**src/serialFormatPkg.sv**
```systemverilog
`default_nettype none

package serialFormatPkg;

	// channel count and channel index width.
	localparam int numChannels = 4;
	localparam int channelIdxBits = 2;

	// ------------------------------------------------------------
	// frame layout: start, data msb first, parity, stop.
	// ------------------------------------------------------------
	localparam int dataBits = 8;
	localparam int stopBits = 2;
	localparam logic idleLevel = 1'b1;

	// counter widths for the data and stop phases.
	localparam int bitCntBits = $clog2(dataBits);
	localparam int stopCntBits = $clog2(stopBits + 1);

endpackage

`default_nettype wire

```
**src/rxStatusPkg.sv**
```systemverilog
`default_nettype none

package rxStatusPkg;

	// receiver states.
	typedef enum logic [2:0] {
		stateIdle,
		stateStartBit,
		stateDataBits,
		stateParityBit,
		stateStopBits,
		stateFrameDone
	} rxState;

	// error field layout.
	localparam int errBits = 3;
	localparam int errBreak = 0;
	localparam int errParity = 1;
	localparam int errFraming = 2;

endpackage

`default_nettype wire

```
**src/rxFrameFsm.sv**
```systemverilog
`default_nettype none

module rxFrameFsm
	import serialFormatPkg::*;
	import rxStatusPkg::*;
(
	input  wire                 Clk,
	input  wire                 rstN,
	input  wire                 rxSync,
	output logic                rts,
	output logic                frameValid,
	output logic [dataBits-1:0] frameData,
	output logic [errBits-1:0]  frameError
);

	rxState state;
	rxState nextState;

	logic [dataBits-1:0] dataReg;
	logic [stopBits-1:0] stopReg;
	logic [bitCntBits-1:0] bitCnt;
	logic [stopCntBits-1:0] stopCnt;
	logic parityReg;
	logic dataXor;
	logic lastData;
	logic lastStop;
	logic stopOk;

	assign lastData = (state == stateDataBits) && (bitCnt == bitCntBits'(dataBits - 1));
	assign lastStop = (state == stateStopBits) && (stopCnt == stopCntBits'(stopBits - 1));

	// ------------------------------------------------------------
	// state machine.
	// ------------------------------------------------------------
	always_ff @(posedge Clk or negedge rstN)
	begin
		if (!rstN)
		begin
			state <= stateIdle;
		end
		else
		begin
			state <= nextState;
		end
	end

	always_comb
	begin
		nextState = state;
		case (state)
			stateIdle:
				if (rxSync != idleLevel)
					nextState = stateStartBit;
			stateStartBit:
				nextState = stateDataBits;
			stateDataBits:
				if (lastData)
					nextState = stateParityBit;
			stateParityBit:
				nextState = stateStopBits;
			stateStopBits:
				if (lastStop)
					nextState = stateFrameDone;
			stateFrameDone:
				// hold here while the line is still low, e.g. a break.
				if (rxSync == idleLevel)
					nextState = stateIdle;
			default:
				nextState = stateIdle;
		endcase
	end

	// counters and the result strobe.
	always_ff @(posedge Clk or negedge rstN)
	begin
		if (!rstN)
		begin
			bitCnt <= '0;
			stopCnt <= '0;
			frameValid <= 1'b0;
		end
		else
		begin
			frameValid <= lastStop;
			if (state == stateIdle)
			begin
				bitCnt <= '0;
				stopCnt <= '0;
			end
			else if (state == stateStartBit || state == stateDataBits)
			begin
				bitCnt <= bitCnt + 1'b1;
			end
			else if (state == stateStopBits)
			begin
				stopCnt <= stopCnt + 1'b1;
			end
		end
	end

	// ------------------------------------------------------------
	// sample registers.
	// ------------------------------------------------------------
	always_ff @(posedge Clk)
	begin
		if (state == stateStartBit || state == stateDataBits)
		begin
			dataReg <= {dataReg[dataBits-2:0], rxSync};
		end
		// first data bit seeds the running xor.
		if (state == stateStartBit)
			dataXor <= rxSync;
		else if (state == stateDataBits)
			dataXor <= dataXor ^ rxSync;
		if (state == stateParityBit)
			parityReg <= rxSync;
		if (state == stateStopBits)
		begin
			stopReg <= {stopReg[stopBits-2:0], rxSync};
		end
	end

	assign stopOk = &stopReg;

	// checks and result, only meaningful in frameDone.
	always_comb
	begin
		frameError = '0;
		frameData = '0;
		if (state == stateFrameDone)
		begin
			frameError[errBreak] = (dataReg == '0) && !stopOk;
			frameError[errParity] = (parityReg != dataXor);
			frameError[errFraming] = !stopOk;
			if (frameError == '0)
				frameData = dataReg;
		end
	end

	assign rts = (state == stateIdle);

endmodule

`default_nettype wire

```
**config.mk**
```make
export PLATFORM = sky130hd
export DESIGN_NAME = rxFrameFsm
export DESIGN_NICKNAME = d
export VERILOG_FILES = /design/src/serialFormatPkg.sv /design/src/rxStatusPkg.sv /design/src/rxFrameFsm.sv
export SDC_FILE = /design/constraint.sdc
export NUM_CORES = 1
export LEC_CHECK = 0
export ABC_AREA = 1
export BUFFER_PORTS_ARGS = -buffer_cell sky130_fd_sc_hd__buf_2
export CAP_MARGIN = 10
export CORE_ASPECT_RATIO = 1.25
export CORE_MARGIN = 2
export CORE_UTILIZATION = 45
export CTS_CLUSTER_SIZE = 25
export DETAILED_ROUTE_END_ITERATION = 8
export GPL_TIMING_DRIVEN = 1
export PLACE_DENSITY = 0.68
export SYNTH_ARGS = -nofsm -noshare
export SYNTH_HDL_FRONTEND = slang
export SYNTH_SLANG_ARGS = --single-unit
```
**constraint.sdc**
```tcl
create_clock -name Clk -period 1.14 [get_ports Clk]
set_input_delay 0.057 -clock Clk [delete_from_list [all_inputs] [get_ports Clk]]
set_output_delay 0.057 -clock Clk [all_outputs]
set_load 0.05 [all_outputs]
```
==> results.py, run 1 <==
metrics = {
    "yosys": {
        "ys_seq_elements": 21,
        "ys_types": 20,
        "synth_area_leader_cell": "edfxtp_1",
        "syn_inst": 101,
        "postSynthAreaPerCell_um2": 9.71,
        "yosysWarnings": 0,
        "synth-seq-area-share_pct": 59.7,
        "syn_area_um2": 981,
        "syn_nets": 107,
        "synth.area.top_cells": "edfxtp_1 37%, dfrtp_1 23%, inv_1 7.3%",
        "synth.top_cell.area_share_pct": 36.7,
    },
    "timing": {
        "clock.fmax_ghz": 0.610,
        "fin_worst_skew_ns": 0.00115,
        "final-hold-violation-count": 0,
        "fin_ws_ns": -0.500,
        "setup_tns_ns": -10.40,
        "grt_setup_unrepaired": "yes",
        "worst_pin_slew_ns": 0.332,
        "whs_ns": 0.145,
        "drv_slew": 0,
        "slew_headroom_pct": 77.9,
        "min_period_over_period_pct": 144,
        "setup_viol": 34,
        "fin_crit_ns": 1.64,
    },
    "detailed_routing": {
        "firstDrtPassIters": 4,
        "drtAntennaViolNets": 0,
        "route.detailed.drc": 0,
        "vias_per_cell": 5.56,
        "wirelength_um": 3750,
        "drtIter0Drc": 36,
        "routedWlPerCell_um": 21.3,
        "vias": 978,
    },
    "floorplan": {
        "fp.dieW_um": 45.8,
        "die-height_um": 56.2,
        "start_util_pct": 48.4,
        "io_pins": 16,
        "fp.coreArea_um2": 2030,
        "fp-row-count": 18,
        "dieArea_um2": 2570,
    },
    "setup_path": {
        "r2r-end": "state[2]$_DFFE_PN0P_",
        "crit_family": "flip-flops",
        "reg2regPathDepth": 11,
        "worst-path-buf-inv": 2,
        "r2r_start": "state[1]$_DFFE_PN0P_",
        "required_ns": 1.08,
        "cpPeakStageDelay_ns": 0.45,
        "setup.worst_path.end_class": "primary output",
        "start_kind": "flop",
        "rrSetupSlack_ns": -0.34,
        "slowest_stage": "edfxtp_1",
        "path_cells": "xnor2_2 -> nand2_2 -> buf_12 -> nor3_4 -> buf_6",
        "crit_path_max_fanout": 8,
        "cp.arrival_ns": 1.58,
        "crit_type": "flop to primary output",
    },
    "global_route": {
        "antenna_found_initial": 0,
        "grt.total_usage_pct": 27.3,
        "first_global_vias": 1044,
        "grt_max_degree": 12,
        "grt_pass1_wl_um": 4970,
        "gr-total-overflow": 0,
    },
    "layout": {
        "nets": 163,
        "fin_util_pct": 91.4,
        "area_delta_synth_final_pct": 88.9,
        "drive_above_1_share_pct": 62.8,
        "diodes": 0,
    },
    "run": {
        "cap_violations": 0,
    },
    "run_status": {
        "violations": "negative setup slack",
        "status": "complete, but fails checks",
    },
    "clock_tree": {
        "cts_buffer_depth": 2,
        "cts_tree": "yes",
        "clkLatencyLatePin_ns": 0.32,
        "cts_buffers": 3,
        "root_buffer": "clkbuf_4",
        "clk_pin_slew_ns": 0.12,
        "cts_max_level": 1,
        "cts_sinks": 21,
    },
    "power": {
        "p_switching_mw": 2.36,
        "p_clk_share_pct": 7.2,
        "leakage_nw": 0.882,
        "comb_power_share_pct": 64.6,
        "swShare_pct": 45.3,
        "ir_drop_mv": 2.28,
        "p_int_mw": 2.86,
        "powerDensity_nw_per_um2": 2820,
        "p_seq_share_pct": 28.2,
    },
    "placed_design": {
        "dp_hpwl_um": 1490,
        "io_buffers": 15,
        "place_ws_ns": -0.158,
        "place.gp.congestion": 0.930,
    },
    "worst_hold_path": {
        "hp-class": "input port to async pin",
    },
}
-- how the worst max path moves through the flow --
stage,cells past startpoint,slack [ns],to,from
global placement,5,-0.12,frameData[7],dataXor$_DFFE_PP_
finish,5,-0.50,frameData[0],parityReg$_DFFE_PN_
detailed placement,5,-0.16,frameData[2],dataXor$_DFFE_PP_
global route,5,-0.53,frameData[0],parityReg$_DFFE_PN_
floorplan,5,-0.50,frameError[0],state[1]$_DFFE_PN0P_
CTS,5,-0.38,frameData[7],parityReg$_DFFE_PN_
-- synth_stat cells (all sizes together) --
library cell	count
xnor2	1
o22ai	1
nand4	2
nand3	7
inv	22
nor3	8
xor2	1
o21ai	4
nand2	15
edfxtp	12
buf	1
a21oi	4
dfrtp	9
nor2	10
nor3b	1
ha	3
-- flip-flops by register name, summed over array words and instances, names as in the netlist --
register	flops
bitCnt	3
dataReg	8
dataXor	1
frameValid	1
parityReg	1
state	3
stopCnt	2
stopReg	2
-- final cells by class --
class | count | area [µm²]
Multi-Input combinational cell | 58 | 603
Sequential cell | 21 | 587
Timing Repair Buffer | 51 | 522
Fill cell | 74 | 174
Inverter | 22 | 90.1
Clock buffer | 4 | 26.3
Tap cell | 20 | 25.0
-- cells in the final DEF, fill, tap and decap left out, types with 2 or more instances in the layout --
cell / count
nand2_4: 2
nor2_1: 4
nand4_1: 2
inv_2: 4
buf_4: 18
clkbuf_4: 3
ha_1: 2
a21oi_1: 3
buf_2: 3
nand2_1: 5
nand3_2: 3
edfxtp_1: 12
buf_8: 3
nor3_4: 8
o21ai_2: 3
nor2_4: 5
dlygate4sd3_1: 2
nand2_2: 6
nand2_8: 3
inv_1: 16
dfrtp_1: 8
nand3_4: 3
buf_6: 23
-- cells by family after synthesis --
| logic type | after synthesis | share of synthesized area [%] |
|---|---|---|
| AO/OA/AOI/OAI | 9 | 4.72 |
| XOR/XNOR | 2 | 1.79 |
| adder cells (fa/ha/maj) | 3 | 3.83 |
| buffers and inverters | 23 | 9.18 |
| flip-flops | 21 | 59.7 |
| AND/OR/NAND/NOR | 43 | 20.8 |
-- metal layers --
| metal | wire length [µm] | global-route usage (%) | vias to the layer above |
|---|---|---|---|
| met4 | 190 | 12.2 | 0 |
| met5 | 0 | 0 | - |
| li1 | - | - | 439 |
| met1 | 1330 | 28.8 | 472 |
| met2 | 2050 | 50.5 | 50 |
| met3 | 177 | 2.92 | 17 |
-- power groups by stage --
stage          logic [mW]  clock network [mW]  registers [mW]
6_report             3.37               0.377            1.47
4_1_cts              2.53               0.358            1.41
2_1_floorplan       0.931                   0            1.41
3_3_place_gp         1.65                   0            1.41
5_1_grt              3.53               0.393            1.49
3_5_place_dp         1.70                   0            1.41
-- repair_timing --
| action | in CTS | in global routing |
|---|---|---|
| pin swaps | 12 | 10 |
| cloned | 2 | 0 |
| hold buffers | 2 | 0 |
| gates resized for setup | 66 | 36 |
| endpoints found under the hold margin | 12 | 0 |
| setup buffers | 11 | 4 |
| endpoints found under the setup margin | 30 | 34 |
-- metrics by stage --
step / cell area [µm²] / power, mW / instances
after floorplan: 1050 / 2.34 / 101
after global placement: 1300 / 3.06 / 157
after detailed placement: 1300 / 3.12 / 157
after CTS: 1680 / 4.30 / 174
after global routing: 1850 / 5.42 / 176
final: 1850 / 5.22 / 176
No activity file was read; power rests on OpenSTA's default activity.
==> inputs of run 2 (changes only) <==
--- a/config.mk
+++ b/config.mk
@@ -9,7 +9,6 @@
 export BUFFER_PORTS_ARGS = -buffer_cell sky130_fd_sc_hd__buf_2
 export CAP_MARGIN = 10
 export CORE_ASPECT_RATIO = 1.25
-export CORE_MARGIN = 2
 export CORE_UTILIZATION = 45
 export CTS_CLUSTER_SIZE = 25
 export DETAILED_ROUTE_END_ITERATION = 8
==> results.py, run 2 (same netlist as run 1, synthesis figures left out) <==
metrics = {
    "global_route": {
        "grt_pass1_wl_um": 4240,
        "grt_max_degree": 13,
        "gr-total-overflow": 0,
        "antenna_found_initial": 0,
        "grt.total_usage_pct": 26.1,
        "first_global_vias": 941,
    },
    "floorplan": {
        "io_pins": 16,
        "start_util_pct": 48.9,
        "fp.coreArea_um2": 2000,
        "die-height_um": 54.2,
        "fp-row-count": 18,
        "fp.dieW_um": 43.8,
        "dieArea_um2": 2370,
    },
    "detailed_routing": {
        "vias_per_cell": 5.59,
        "wirelength_um": 3450,
        "firstDrtPassIters": 6,
        "vias": 1012,
        "routedWlPerCell_um": 19.1,
        "route.detailed.drc": 4,
        "drtAntennaViolNets": 0,
        "drtIter0Drc": 35,
    },
    "clock_tree": {
        "cts_buffers": 3,
        "cts_max_level": 1,
        "clkLatencyLatePin_ns": 0.32,
        "clk_pin_slew_ns": 0.12,
        "root_buffer": "clkbuf_4",
        "cts_buffer_depth": 2,
        "cts_tree": "yes",
        "cts_sinks": 21,
    },
    "power": {
        "leakage_nw": 0.863,
        "swShare_pct": 44.3,
        "p_total_mw": 5.05,
        "p_clk_share_pct": 7.2,
        "powerDensity_nw_per_um2": 2770,
        "p_int_mw": 2.81,
        "comb_power_share_pct": 64.3,
        "p_switching_mw": 2.24,
        "p_seq_share_pct": 28.5,
        "ir_drop_mv": 2.51,
    },
    "layout": {
        "fin_area_um2": 1830,
        "final_common_cell": "buf_4",
        "top_register": "dataReg",
        "largest_reg_flops": 8,
        "drive_above_1_share_pct": 67.1,
        "diodes": 0,
        "mostFrequentLayoutCells": "27 x buf_4, 22 x buf_6, 16 x inv_1, 12 x edfxtp_1, 8 x dfrtp_1",
        "fin_util_pct": 91.1,
        "area_delta_synth_final_pct": 86.2,
        "largest_registers": "dataReg (8), bitCnt (3), state (3)",
        "nets": 168,
    },
    "setup_path": {
        "required_ns": 1.08,
        "setup.worst_path.end_class": "primary output",
        "crit_type": "flop to primary output",
        "start_kind": "flop",
        "crit_path_max_fanout": 8,
        "cp.arrival_ns": 1.56,
    },
    "timing": {
        "clock.fmax_ghz": 0.618,
        "slew_headroom_pct": 83.4,
        "final-hold-violation-count": 0,
        "fin_crit_ns": 1.62,
        "setup_viol": 33,
        "fin_worst_skew_ns": 0.00814,
        "grt_setup_unrepaired": "yes",
        "worst_pin_slew_ns": 0.248,
        "fin_ws_ns": -0.477,
        "min_period_over_period_pct": 142,
        "drv_slew": 0,
    },
    "placed_design": {
        "io_buffers": 15,
        "dpl-instance-area_um2": 1300,
        "place.gp.congestion": 0.864,
        "dp_hpwl_um": 1450,
    },
    "worst_hold_path": {
        "hp-class": "input port to async pin",
    },
    "run": {
        "cap_violations": 0,
    },
    "run_status": {
        "status": "complete, but fails checks",
        "violations": "design-rule violations, negative setup slack",
    },
}
run 2: cell count changes in the layout (fill, tap and decap cells not counted), sizes merged:
| cell | previous run | this run |
|---|---|---|
| buf | 49 | 54 |
| clkbuf | 4 | 3 |
| clkinv | 0 | 1 |
run 2: power by group through the flow:
stage	combinational [mW]	sequential [mW]	clock, mW
after floorplan	0.931	1.41	0
after global routing	3.42	1.46	0.394
after detailed placement	1.71	1.42	0
final	3.25	1.44	0.366
after global placement	1.65	1.40	0
after CTS	2.56	1.41	0.364
run 2: final cells by class:
class | count | area, µm²
clock buffer | 3 | 22.5
clock inverter | 1 | 5.00
fill | 74 | 178
inverter | 22 | 92.6
multi-input combinational | 58 | 579
sequential | 21 | 587
tap | 20 | 25.0
timing repair buffer | 56 | 515
run 2: routing by layer:
metal / GRT usage, % / up-vias / share of wire [%]
met5: 0 / - / 0
li1: - / 451 / -
met2: 49.0 / 40 / 59
met1: 27.7 / 509 / 33
met4: 15.6 / 0 / 3.3
met3: 2.68 / 12 / 4.8
run 2: path summary, 6_finish.rpt:
path / start / end / slack (ns) / cells past startpoint
max in group asynchronous: rstN / state[2]$_DFFE_PN0P_ / 0.86 / 2
max reg2reg: state[2]$_DFFE_PN0P_ / state[2]$_DFFE_PN0P_ / -0.26 / 9
min: rstN / bitCnt[2]$_DFFE_PN0P_ / 0.09 / 2
min in group Clk: stopReg[0]$_DFFE_PN_ / stopReg[1]$_DFFE_PN_ / 0.47 / 0
max: dataXor$_DFFE_PP_ / frameData[2] / -0.48 / 5
min reg2reg: stopReg[0]$_DFFE_PN_ / stopReg[1]$_DFFE_PN_ / 0.47 / 0
run 2: through the flow:
step / setup WS (ns) / hold WS [ns] / instances / TNS (ns)
after floorplan: -0.503 / -0.239 / 101 / -3.99
after global placement: -0.0994 / -0.0839 / 157 / -1.63
after detailed placement: -0.177 / -0.0824 / 157 / -2.74
after CTS: -0.391 / 0.112 / 176 / -5.32
after global routing: -0.518 / 0.139 / 181 / -9.13
final: -0.477 / 0.0898 / 181 / -7.76
run 2: critical path: stages (launching register included):
cell      delay, ns
edfxtp_1       0.45
xnor2_2        0.18
nand2_1        0.08
buf_6          0.16
nor3_2         0.16
buf_6          0.19
run 2: what timing repair did:
action                     CTS  global route
hold buffers                 2             0
buffers inserted            12             7
cloned                       1             0
hold endpoints to repair    12             0
gates resized for setup     64            31
pin swaps                   15            11
setup endpoints to repair   31            33
==> inputs of run 3 (changes only) <==
--- a/config.mk
+++ b/config.mk
@@ -13,7 +13,7 @@
 export CTS_CLUSTER_SIZE = 25
 export DETAILED_ROUTE_END_ITERATION = 8
 export GPL_TIMING_DRIVEN = 1
-export PLACE_DENSITY = 0.68
+export PLACE_DENSITY = 0.66
 export SYNTH_ARGS = -nofsm -noshare
 export SYNTH_HDL_FRONTEND = slang
 export SYNTH_SLANG_ARGS = --single-unit
==> constraint.sdc (replaced) <==
create_clock -name Clk -period 2.04 [get_ports Clk]
set_input_delay 0.102 -clock Clk [delete_from_list [all_inputs] [get_ports Clk]]
set_output_delay 0.102 -clock Clk [all_outputs]
set_load 0.05 [all_outputs]
==> results.py, run 3 (same netlist as run 1, synthesis figures left out) <==
metrics = {
    "floorplan": {
        "die-height_um": 54.2,
        "fp.dieW_um": 43.8,
        "dieArea_um2": 2370,
        "fp-row-count": 18,
        "fp.coreArea_um2": 2000,
        "io_pins": 16,
        "start_util_pct": 48.9,
    },
    "global_route": {
        "grt_max_degree": 14,
        "grt_pass1_wl_um": 2680,
        "antenna_found_initial": 0,
        "first_global_vias": 675,
        "gr-total-overflow": 0,
        "grt.total_usage_pct": 15.7,
    },
    "layout": {
        "final_common_cell": "inv_1",
        "largest_registers": "dataReg (8), bitCnt (3), state (3)",
        "fin_util_pct": 55.4,
        "top_register": "dataReg",
        "regArea_um2": 586,
        "largest_reg_flops": 8,
        "nFillCells": 173,
        "diodes": 0,
        "nets": 127,
        "multiInputGateArea_um2": 305,
        "area_delta_synth_final_pct": 13.1,
        "mostFrequentLayoutCells": "19 x inv_1, 15 x nand2_1, 15 x buf_2, 12 x edfxtp_1, 9 x dfrtp_1",
        "drive_above_1_share_pct": 20.0,
    },
    "timing": {
        "whs_ns": 0.0534,
        "setup_tns_ns": 0,
        "clock.fmax_ghz": 0.535,
        "final-hold-violation-count": 0,
        "setup_viol": 0,
        "slew_headroom_pct": 67.1,
        "fin_crit_ns": 1.87,
        "worst_pin_slew_ns": 0.492,
        "grt_setup_unrepaired": "no",
        "min_period_over_period_pct": 91.6,
        "fin_ws_ns": 0.171,
        "fin_worst_skew_ns": 0.00268,
        "drv_slew": 0,
    },
    "detailed_routing": {
        "routedWlPerCell_um": 11.3,
        "drtIter0Drc": 26,
        "drtAntennaViolNets": 0,
        "firstDrtPassIters": 6,
        "wirelength_um": 1580,
        "vias": 732,
        "vias_per_cell": 5.23,
        "route.detailed.drc": 1,
    },
    "setup_path": {
        "crit_family": "simple AND/OR/NAND/NOR gates",
        "crit_type": "flop to primary output",
        "cpPeakStageDelay_ns": 0.46,
        "slowest_stage": "dfrtp_1",
        "r2r_start": "state[1]$_DFFE_PN0P_",
        "cp.arrival_ns": 1.77,
        "required_ns": 1.94,
        "worst-path-buf-inv": 2,
        "path_cells": "inv_2 -> nand3_1 -> nor2_4 -> nor3b_2 -> buf_2",
        "start_kind": "flop",
        "setup.worst_path.end_class": "primary output",
        "crit_path_max_fanout": 11,
        "critPathLaunch": "state[1]$_DFFE_PN0P_",
    },
    "power": {
        "ir_drop_mv": 0.900,
        "powerDensity_nw_per_um2": 1420,
        "leakage_nw": 0.546,
    },
    "placed_design": {
        "place_ws_ns": 0.475,
        "place.gp.congestion": 0.862,
        "dp_hpwl_um": 1280,
        "io_buffers": 15,
    },
    "run": {
        "cap_violations": 0,
    },
    "clock_tree": {
        "clkLatencyLatePin_ns": 0.28,
        "cts_tree": "yes",
        "cts_max_level": 1,
        "cts.repair.resized": 0,
        "cts_buffers": 3,
        "clk_pin_slew_ns": 0.11,
        "root_buffer": "clkbuf_4",
        "cts_buffer_depth": 2,
        "cts_sinks": 21,
    },
    "worst_hold_path": {
        "hp-class": "input port to flop",
        "holdCritStartpoint": "rxSync",
    },
    "run_status": {
        "status": "complete, but fails checks",
        "violations": "design-rule violations",
    },
}
[run 3: changes by cell type in the layout (fill, tap and decap cells not counted), sizes merged]
cell / delta
buf: -39
dlygate4sd3: -1
clkbuf: +1
clkinv: -1
nand2: -1
[run 3: worst reg2reg max path, cell delays in order (launching register included)]
cell	delay (ns)
dfrtp_1	0.46
inv_2	0.09
nand3_1	0.31
nor2_1	0.26
nor2_1	0.10
nand3_1	0.09
nand2_1	0.06
[run 3: layout make-up]
type	instances	area share, %
Inverter	22	7.44
Multi-Input combinational cell	57	27.5
Timing Repair Buffer	16	7.67
Tap cell	20	2.25
Sequential cell	21	52.8
Clock buffer	4	2.37
[run 3: worst paths after layout]
path / to / slack [ns] / depth (start not counted)
worst max register to register: state[2]$_DFFE_PN0P_ / 0.57 / 6
max in group asynchronous: frameValid$_DFF_PN0_ / 1.69 / 2
worst min register to register: stopReg[1]$_DFFE_PN_ / 0.47 / 0
worst max-delay path: frameError[0] / 0.17 / 5
worst min-delay path: dataReg[0]$_DFFE_PP_ / 0.05 / 1
min in group asynchronous: bitCnt[1]$_DFFE_PN0P_ / 0.18 / 2
[run 3: through the flow]
stage	instance area (µm²)	instances	total power, mW
detailed placement	1070	135	1.41
floorplan	981	101	1.25
CTS	1110	140	1.60
global placement	1070	135	1.37
global route	1110	140	1.71
finish	1110	140	1.58
[run 3: per-layer routing]
layer	global-route usage, %	up-vias	wire [µm]
met4	7.81	0	15
met3	2.01	4	69
li1	-	367	-
met5	0	-	0
met1	17.4	335	668
met2	29.1	26	823
[run 3: power by group]
part	internal, mW	leakage [nW]	switching, mW	total (mW)
clock network	0.0758	0.0150	0.110	0.185
logic	0.167	0.300	0.419	0.586
registers	0.684	0.231	0.123	0.807
[run 3: repair_timing]
action,in CTS,in global routing
buffers inserted,0,0
hold buffers,1,0
setup endpoints to repair,0,0
endpoints found under the hold margin,9,0
